File: src/source/vsldu_pkg.sv
// Vector slide unit definitions
package vsldu_pkg;

    // widest supported element, also the scalar operand width
    localparam int ELEN = 32;
    localparam int ELEN_BYTES = ELEN / 8;
    localparam int EB_W = $clog2(ELEN_BYTES + 1);  // holds 1 up to ELEN_BYTES

    localparam int MAX_LMUL = 4;  // largest register group

    // slide unit operations
    typedef enum logic [2:0] {
        SLDU_SLIDEUP    = 3'd0,  // offset taken from scalar
        SLDU_SLIDEDOWN  = 3'd1,  // offset taken from scalar
        SLDU_SLIDE1UP   = 3'd2,  // scalar enters at element 0
        SLDU_SLIDE1DOWN = 3'd3,  // scalar enters at top element
        SLDU_VMV        = 3'd4   // scalar to element 0, rest cleared
    } sldu_op_e;

    // element width, vsew encoding
    typedef enum logic [2:0] {
        SEW_8  = 3'b000,
        SEW_16 = 3'b001,
        SEW_32 = 3'b010
    } sew_e;

    // register group size, vlmul encoding
    typedef enum logic [2:0] {
        LMUL_1 = 3'b000,
        LMUL_2 = 3'b001,
        LMUL_4 = 3'b010
    } lmul_e;

    // reserved sew and lmul codes fall back to 8 bits and 1 register

endpackage

File: src/source/vsldu_decode.sv
// Vector slide decode stage
`timescale 1ns/100ps

module vsldu_decode #(
    parameter int VLEN = 128
) (
    input  logic                                           clk,
    input  logic                                           rst_n,
    input  logic                                           in_valid,
    output logic                                           in_ready,
    input  vsldu_pkg::sldu_op_e                            op,
    input  vsldu_pkg::sew_e                                sew,
    input  vsldu_pkg::lmul_e                               lmul,
    input  logic [vsldu_pkg::MAX_LMUL*VLEN-1:0]            vs2,
    input  logic [vsldu_pkg::ELEN-1:0]                     scalar,
    output logic                                           dec_valid,
    input  logic                                           dec_ready,
    output logic                                           slide_down,
    output logic [$clog2(vsldu_pkg::MAX_LMUL*VLEN/8+1)-1:0] shift_bytes,
    output logic                                           keep_prefix,
    output logic                                           insert_low,
    output logic                                           insert_high,
    output logic [vsldu_pkg::EB_W-1:0]                     elem_bytes,
    output logic [$clog2(vsldu_pkg::MAX_LMUL*VLEN/8+1)-1:0] group_bytes,
    output logic [vsldu_pkg::MAX_LMUL*VLEN-1:0]            dec_vs2,
    output logic [vsldu_pkg::ELEN-1:0]                     dec_scalar
);
    import vsldu_pkg::*;

    localparam int DW        = MAX_LMUL * VLEN;
    localparam int REG_BYTES = VLEN / 8;
    localparam int GB_W      = $clog2(DW / 8 + 1);
    localparam int SH_W      = ELEN + EB_W;  // k times element bytes never overflows

    logic [EB_W-1:0] eb_d;
    logic [GB_W-1:0] gb_d;
    logic [GB_W-1:0] sh_d;
    logic [ELEN-1:0] k_elems;
    logic [SH_W-1:0] sh_full;
    logic            whole_group;
    logic            down_d;
    logic            keep_d;
    logic            ins_lo_d;
    logic            ins_hi_d;

    // element and group sizes in bytes
    always_comb begin
        case (sew)
            SEW_16:  eb_d = EB_W'(2);
            SEW_32:  eb_d = EB_W'(4);
            default: eb_d = EB_W'(1);
        endcase
        case (lmul)
            LMUL_2:  gb_d = GB_W'(2 * REG_BYTES);
            LMUL_4:  gb_d = GB_W'(4 * REG_BYTES);
            default: gb_d = GB_W'(REG_BYTES);
        endcase
    end

    // operation to slide controls
    always_comb begin
        down_d      = 1'b0;
        keep_d      = 1'b0;
        ins_lo_d    = 1'b0;
        ins_hi_d    = 1'b0;
        whole_group = 1'b0;
        k_elems     = scalar;
        case (op)
            SLDU_SLIDEUP: begin
                keep_d = 1'b1;  // low k elements stay as source
            end
            SLDU_SLIDEDOWN: begin
                down_d = 1'b1;
            end
            SLDU_SLIDE1UP: begin
                k_elems  = ELEN'(1);
                ins_lo_d = 1'b1;
            end
            SLDU_SLIDE1DOWN: begin
                down_d   = 1'b1;
                k_elems  = ELEN'(1);
                ins_hi_d = 1'b1;
            end
            SLDU_VMV: begin
                down_d      = 1'b1;
                whole_group = 1'b1;  // shifts everything out
                ins_lo_d    = 1'b1;
            end
        endcase

        sh_full = {{EB_W{1'b0}}, k_elems} * eb_d;
        if (whole_group || sh_full >= SH_W'(gb_d)) begin
            sh_d = gb_d;  // clipped to the group
        end else begin
            sh_d = sh_full[GB_W-1:0];
        end
    end

    assign in_ready = !dec_valid || dec_ready;

    always_ff @(posedge clk or negedge rst_n) begin
        if (!rst_n) begin
            dec_valid <= 1'b0;
        end else if (in_ready) begin
            dec_valid <= in_valid;
        end
    end

    always_ff @(posedge clk) begin
        if (in_valid && in_ready) begin
            slide_down  <= down_d;
            shift_bytes <= sh_d;
            keep_prefix <= keep_d;
            insert_low  <= ins_lo_d;
            insert_high <= ins_hi_d;
            elem_bytes  <= eb_d;
            group_bytes <= gb_d;
            dec_vs2     <= vs2;
            dec_scalar  <= scalar;
        end
    end

endmodule

File: config.mk
export PLATFORM = sky130hd
export DESIGN_NAME = vsldu_decode
export DESIGN_NICKNAME = d
export VERILOG_FILES = /design/src/source/vsldu_pkg.sv /design/src/source/vsldu_decode.sv
export SDC_FILE = /design/constraint.sdc
export NUM_CORES = 1
export LEC_CHECK = 0
export ABC_AREA = 1
export BUFFER_PORTS_ARGS = -buffer_cell sky130_fd_sc_hd__buf_2
export CORE_AREA = 5 5 429 431
export DETAILED_ROUTE_END_ITERATION = 10
export DIE_AREA = 0 0 434 436
export PLACE_DENSITY_LB_ADDON = 0.12
export SETUP_SLACK_MARGIN = 0.1
export SLEW_MARGIN = 20
export SYNTH_ARGS = -nofsm -noshare
export SYNTH_HDL_FRONTEND = slang
export SYNTH_SLANG_ARGS = --single-unit
File: constraint.sdc
create_clock -name clk -period 51 [get_ports clk]
set_input_delay 10.2 -clock clk [delete_from_list [all_inputs] [get_ports clk]]
set_output_delay 10.2 -clock clk [all_outputs]
set_load 0.1 [all_outputs]
# Word-level counts from Yosys, hierarchy flattened
# Index checks and enable logic that the tools add are counted.
# totals
ff_bits	566
output_inout_bits	567
elab_cells	37
# op_classes
mul	1
order_cmp	1
n_eq_ne	8
n_mux	9
reduce_logical	8
# op_table
cell	count
35-bit by 7-bit greater-or-equal comparator with 1-bit output	1
32-bit by 3-bit multiplier with 35-bit output	1
32-bit two-way mux	1
7-bit case mux with 2 select lines	1
3-bit by 2-bit == test with 1-bit output (second input constant)	4
3-bit by 1-bit == test with 1-bit output (second input constant)	3
7-bit two-way mux	1
3-bit case mux with 2 select lines	1
1-bit two-way mux	5
2-bit OR reduction	2
3-bit == test (second input constant)	1
3-bit logical NOT	1
3-bit OR reduction	1
1-bit logical OR	2
1-bit logical AND	1
1-bit logical NOT	1

# Logic depth before layout (Yosys ltp)
# Gate-level depths: netlist of run 1.
# depth
ltp_word	7
depth_mapped	31
mapped_depth_nobuf	30

# Worst setup path after synthesis of run 1
# OpenSTA, ideal clock, no wires.
# synth_path
kind	in2reg
from	input port in_valid
to	register dec_scalar[0] (netlist name), enable pin
setup_ps	1668
t_arrival_ps	37083
required_time_ps	49332
slack_ps	12249
path_stages	2
n_path_buf	0
cell_sequence	inv_1 a21oi_1
# synth_via
elab_chain_cells	1
# synth_rtl
element	line	rtl
start: declaration	vsldu_decode.sv:9	input logic in_valid,
1-bit logical AND	vsldu_decode.sv:110	if (in_valid && in_ready) begin
end signal: assignment	vsldu_decode.sv:119	dec_scalar <= scalar;
end: declaration	vsldu_decode.sv:26	output logic [vsldu_pkg::ELEN-1:0] dec_scalar
# No other way between the ends.
# A chain may end at the register's enable or synchronous reset.

# Worst setup path in the final report of run 1
# layout_path
from	input port dec_ready
to	output port in_ready
# layout_via
elab_chain_cells	1
# layout_rtl
element	line	rtl
start: declaration	vsldu_decode.sv:17	input logic dec_ready,
1-bit logical OR	vsldu_decode.sv:99	assign in_ready = !dec_valid || dec_ready;
end: declaration	vsldu_decode.sv:10	output logic in_ready,
# No other way between the ends.

==> summary.md, run 1 <==
| Metric | Value |
|---|---|
| Min cycle time layout | `about 21000 ps` |
| GR Util All Layers | `0.138` |
| Post_cts resized | `0` |
| Largest net degree at the start of global routing | `138` |
| Asr flop ratio synth | `0.00178` |
| Synth Area in XOR/XNOR | `0.00166` |
| Util after Layout | `0.179` |
| Worst hold path startpoint | `dec_valid` |
| Critical path class | `in2out` |
| RSZ-0062 raised after global routing | `false` |
| Complex-gate fraction of the synthesized area | `0.00928` |
| Share of layout cells above drive strength 1 | `0.480` |
| Distinct cells, synth | `32` |
| DR WL met3 | `10800 um` |
| Die X | `between 400 and 500 um` |
| Max-Cap Viols | `0` |
| Worst-path clk slew | `50 ps` |
| Fin. Hold Viols | `0` |
| Metal-1 WL | `48500 um` |
| Routed wl met2 | `about 73000 um` |
| Number of synthesized flops with an enable pin | `~560` |
| Initial antenna violation count | `122` |
| Via count | `around 16000` |
| Rel. slew slack | `0.262` |
| Ports | `1124` |
| Peak Freq | `0.0474 GHz` |
| Max IR drop VDD | `between 15 and 20 uV` |
| RR Startpoint | `dec_valid` |
| Adder-cell area share of the yosys netlist | `0.0512` |
| Routability Congestion | `0.856` |
| Initial Util | `0.118` |
| Root buffer cell | `clkbuf_16` |
| Leak | `13.7 nW` |
| Vias in the first global route | `16200` |
| Power density over cell area | `42.1 nW/um^2` |
| H-tree levels | `3` |
| Average wire per standard cell | `27.2 um` |
| Global-route wire length before repair | `170000 um` |
| Syn Area/Cell | `roughly 15 um^2` |
| PortBufs | `about 1100` |
| Commonest non-fill, non-tap cells in the layout | `1119 x buf_2, 561 x edfxtp_1, 303 x nand2_1, 171 x inv_1, 112 x nor2_1` |
| Area contributors post-synth | `edfxtp_1 80%, nand2_1 5.4%, inv_1 3.0%, fa_1 2.9%, ha_1 2.2%` |
| Drc violations | `0` |
| Setup TNS | `0 ps` |
| Worst setup SP type | `input port` |
| Area occupied by multi-input gates | `roughly 3600 um^2` |
| Final setup violation count | `0` |
| Yosys top cell by area | `edfxtp_1` |
| Fill count | `20000` |
| Slew Viols, Final | `0` |
| Critical Path End | `in_ready` |
| Total iterations of the first detailed-routing run | `5` |
| Die area | `189000 um^2` |
| CP Max Fanout | `2` |
| Commonest non-fill, non-tap cell in the layout | `buf_2` |
| Worst path required time | `40800 ps` |
| Flop-to-flop setup slack | `47180 ps` |
| Longest Clk Path Bufs | `3` |
| Clock sink count | `approximately 560` |
| Outcome | `finished clean` |
| CP startpoint | `dec_ready` |
| Detail Route Antenna Nets | `0` |
| Cts hold-fix bufs | `0` |
| Worst Skew | `32.7 ps` |
| Final period utilization | `0.414` |
| Register area | `16900 um^2` |
| Starting DRT DRC Count | `857` |
| CTS tree | `yes` |
| Setup bufs post-CTS | `0` |
| GR Overflow Total | `0` |
| Multiplexer area fraction after synthesis | `0` |
| Worst-margin pin slew | `about 1100 ps` |
| Final nets | `about 3200` |
| CP Data Arrival Time | `roughly 11000 ps` |
| Main combinational cell family by area after synthesis | `simple AND/OR/NAND/NOR gates` |
| Core ar. | `~180000 um^2` |
| Top sig layer | `met5` |
| Num CTS Buffers | `74` |
| Seq cells post-synth | `562` |
| Row cnt | `156` |
| Die height | `436 um` |
| Mapped cell area | `21200 um^2` |
| Reg2Reg Depth | `4` |
| Reg2reg end | `dec_vs2[384]` |
| Yosys top cell area share | `0.796` |
| Total routed wirelength | `136000 um` |
| Register area share after synthesis | `0.797` |
| Clk_lat worst skew | `between 600 and 700 ps` |
| Vias per cell | `around 3.2` |
| Nature of the critical path endpoint | `primary output` |
| Syn Inst Count | `between 1000 and 1500` |
| Area Overhead vs Synth | `51.7%` |
| Synth Flop Type | `edfxtp_1` |
| Post-DP HPWL | `~120000 um` |
| Synthesis Warnings | `0` |
| Hold crit path type | `reg2reg` |
| Simple-Gate Fraction of Synth Area | `0.105` |
-- per-stage QoR --
stage	worst slack, ps	hold WS, ps	cells	power (W)	area [um^2]
floorplan	12250	1710	1396	0.000794	21200
global placement	29870	653	4879	0.000850	29800
detailed placement	29900	622	4879	0.000849	29800
CTS	29900	635	5010	0.00138	32100
global route	29880	653	5011	0.00141	32100
finish	29910	625	5016	0.00135	32100
-- layer usage --
metal | GRT usage | up-vias
met2 | 0.265 | 744
met4 | 0.0342 | 16
met5 | 0 | -
met3 | 0.0431 | 299
met1 | 0.144 | 7920
li1 | - | 7201
-- worst min-delay path by stage --
stage          depth (start not counted)         to  slack, ps
2_1_floorplan                          2  dec_valid       1710
3_3_place_gp                           2  dec_valid        650
3_5_place_dp                           2  dec_valid        620
4_1_cts                                2  dec_valid        630
5_1_grt                                2  dec_valid        650
6_report                               2  dec_valid        630
-- area by class of cell --
type	instances	share of cell area
antenna	6	0.000468
inverter	179	0.0209
sequential	562	0.526
multi-input combinational	637	0.111
clock buffer	93	0.0612
timing repair buffer	1131	0.178
tap	2370	0.0924
clock inverter	38	0.0107
-- registers in the layout (all words and copies together), names as in the netlist --
name,cells
elem_bytes,3
shift_bytes,7
insert_high,1
dec_valid,1
insert_low,1
slide_down,1
keep_prefix,1
dec_vs2,512
group_bytes,3
dec_scalar,32
-- Yosys cell counts (5+ instances only) --
| library cell | n |
|---|---|
| nand3_1 | 59 |
| clkbuf_1 | 14 |
| ha_1 | 37 |
| inv_1 | 171 |
| a21oi_1 | 22 |
| edfxtp_1 | 561 |
| nor2_1 | 112 |
| nor3_1 | 8 |
| nand2_1 | 303 |
| inv_2 | 5 |
| nand2_2 | 10 |
| nor2_2 | 10 |
| nand3b_1 | 9 |
| fa_1 | 31 |
-- worst max-delay path: stages --
cell and delay (ps):
buf_2 80, inv_1 60, nand2_1 110, buf_2 440
-- cells by family (layout without fill, tap and decap cells) --
kind of cell | Yosys count | after routing
flip-flops | 562 | 562
AND/OR/NAND/NOR | 526 | 526
buffers and inverters | 197 | 1441
adder cells (fa/ha/maj) | 68 | 68
AO/OA/AOI/OAI | 35 | 35
XOR/XNOR | 4 | 4
other | 1 | 10
-- power by group --
part / switching (W) / internal, W
logic: 0.000246 / 0.0000416
clock network: 0.000221 / 0.000294
registers: 0.00000720 / 0.000540
Power figures use the tool's default switching activity.
==> inputs of run 2 (changes only) <==
Clock period 51 ns to 17.3 ns, I/O delays scaled along.
==> summary.md, run 2 (same netlist as run 1, synthesis figures left out) <==
| Metric | Value |
|---|---|
| Outcome | `finished clean` |
| Worst setup SP type | `input port` |
| Clk_lat worst skew | `approximately 650 ps` |
| Area occupied by multi-input gates | `3560 um^2` |
| Via count | `16100` |
| Drc violations | `0` |
| Leak | `13.7 nW` |
| Max reg flops | `512` |
| Worst path max stage delay | `710 ps` |
| Setup TNS | `0 ps` |
| Fin area | `32200 um^2` |
| Clock sink count | `562` |
| Cts hold-fix bufs | `0` |
| Peak Freq | `roughly 0.12 GHz` |
| Num CTS Buffers | `between 70 and 80` |
| Routability Congestion | `around 0.84` |
| PortBufs | `approximately 1100` |
| Starting DRT DRC Count | `984` |
| Worst Path Buf+Inv | `5` |
| Die X | `434 um` |
| Nature of the critical path endpoint | `register` |
| Die height | `436 um` |
| Final nets | `3206` |
| Worst-margin pin slew | `about 1000 ps` |
| Vias per cell | `3.21` |
| GR Overflow Total | `0` |
| WHS Endpoint | `dec_valid` |
| Reg2Reg Depth | `4` |
| Largest registers | `dec_vs2: 512 flops, dec_scalar: 32 flops, shift_bytes: 7 flops` |
| Max-Cap Viols | `0` |
| Commonest non-fill, non-tap cell in the layout | `buf_2` |
| CP Max Fanout | `21` |
| H-tree levels | `3` |
| CTS tree | `yes` |
| Ports | `between 1000 and 1500` |
| Die area | `~190000 um^2` |
| Vias in the first global route | `16100` |
| Setup bufs post-CTS | `0` |
| Total iterations of the first detailed-routing run | `5` |
| Post-DP Area | `29800 um^2` |
| CP Data Arrival Time | `8630 ps` |
| Hold crit path type | `reg2reg` |
| Critical path class | `in2reg` |
| Root buffer cell | `clkbuf_16` |
| Largest net degree at the start of global routing | `158` |
| Hold Crit Depth | `2` |
| Min cycle time layout | `approximately 8200 ps` |
| Initial Util | `0.118` |
| Crit path top cell by count | `nand2_1` |
| Register area | `between 15000 and 20000 um^2` |
| RSZ-0062 raised after global routing | `false` |
| Commonest non-fill, non-tap cells in the layout | `1119 x buf_2, 561 x edfxtp_1, 303 x nand2_1, 171 x inv_1, 112 x nor2_1` |
| Worst Skew | `28.3 ps` |
| Util after Layout | `0.179` |
| Post-DP HPWL | `120000 um` |
| Fill count | `19900` |
| Slew Viols, Final | `0` |
| GR Util All Layers | `0.140` |
| Total routed wirelength | `138000 um` |
| Reg2reg end | `dec_scalar[26]` |
| RR Startpoint | `dec_valid` |
| Final period utilization | `0.475` |
| Worst-path clk slew | `60 ps` |
| Slowest cell on the critical path | `inv_1` |
| Max IR drop VDD | `roughly 56 uV` |
| Power density over cell area | `125 nW/um^2` |
| Final setup violation count | `0` |
| Rel. slew slack | `0.303` |
| Global-route wire length before repair | `around 170000 um` |
| Post_cts resized | `0` |
| Area Overhead vs Synth | `52.1%` |
| Share of layout cells above drive strength 1 | `0.480` |
| Reg with most FFs | `dec_vs2` |
| Longest Clk Path Bufs | `3` |
| CP delay by family, top | `simple AND/OR/NAND/NOR gates` |
| Worst path required time | `between 15000 and 20000 ps` |
| Row cnt | `about 160` |
| Detail Route Antenna Nets | `0` |
| Core ar. | `180000 um^2` |
| Fin. Hold Viols | `0` |
| Flop-to-flop setup slack | `13250 ps` |
| Worst hold path startpoint | `dec_valid` |
| Initial antenna violation count | `roughly 130` |
| Average wire per standard cell | `around 28 um` |
run 2: cell count changes in the layout (fill, tap and decap cells not counted), moves of 2 or more:
cell and change:
clkinv_1 -3, buf_4 -5, clkinv_8 +2, clkinv_2 +2, bufinv_16 +2, diode_2 +11
clkbuf_1 +2
run 2: final cells by class:
type,instances,area share
flip-flops and latches,562,0.524
clock inverters,38,0.0121
repair buffers,1127,0.177
well taps,2370,0.0921
inverters,179,0.0209
clock buffers,96,0.0621
multi-input cells,637,0.111
diodes,17,0.00132
run 2: worst min-delay path, delay by kind of cell (launching register included):
kind             cells  cell delay (ps)
AND/OR/NAND/NOR      2              150
flip-flops           1              410
run 2: per-layer routing:
layer  vias to the layer above  global-route usage  part of all wire
met5                         -                   0           0.00026
met3                       287              0.0348             0.065
met4                         4              0.0384             0.030
met2                       777               0.270              0.54
met1                      7867               0.149              0.36
li1                       7200                   -                 -
run 2: where the power goes:
group	switching, W	internal, W
clock network	0.000639	0.000908
registers	0.0000242	0.00159
logic	0.000728	0.000123
total	0.00139	0.00262
run 2: worst max path at each step:
| stage | from | to | slack (ps) | depth (start not counted) |
|---|---|---|---|---|
| after floorplan | dec_ready | dec_scalar[0] | 3910 | 2 |
| after global placement | sew[1] | shift_bytes[5] | 8410 | 30 |
| after detailed placement | sew[2] | shift_bytes[5] | 8370 | 30 |
| after CTS | sew[2] | shift_bytes[5] | 9140 | 30 |
| after global routing | sew[2] | shift_bytes[5] | 8630 | 30 |
| final | sew[2] | shift_bytes[5] | 9080 | 30 |
run 2: metrics by stage:
step	worst slack (ps)	power (W)	hold WS (ps)	cells
floorplan	3910	0.00228	1750	1396
global placement	8410	0.00251	580	4875
detailed placement	8370	0.00251	585	4875
CTS	9140	0.00410	600	5009
global route	8630	0.00417	646	5015
finish	9080	0.00401	592	5026
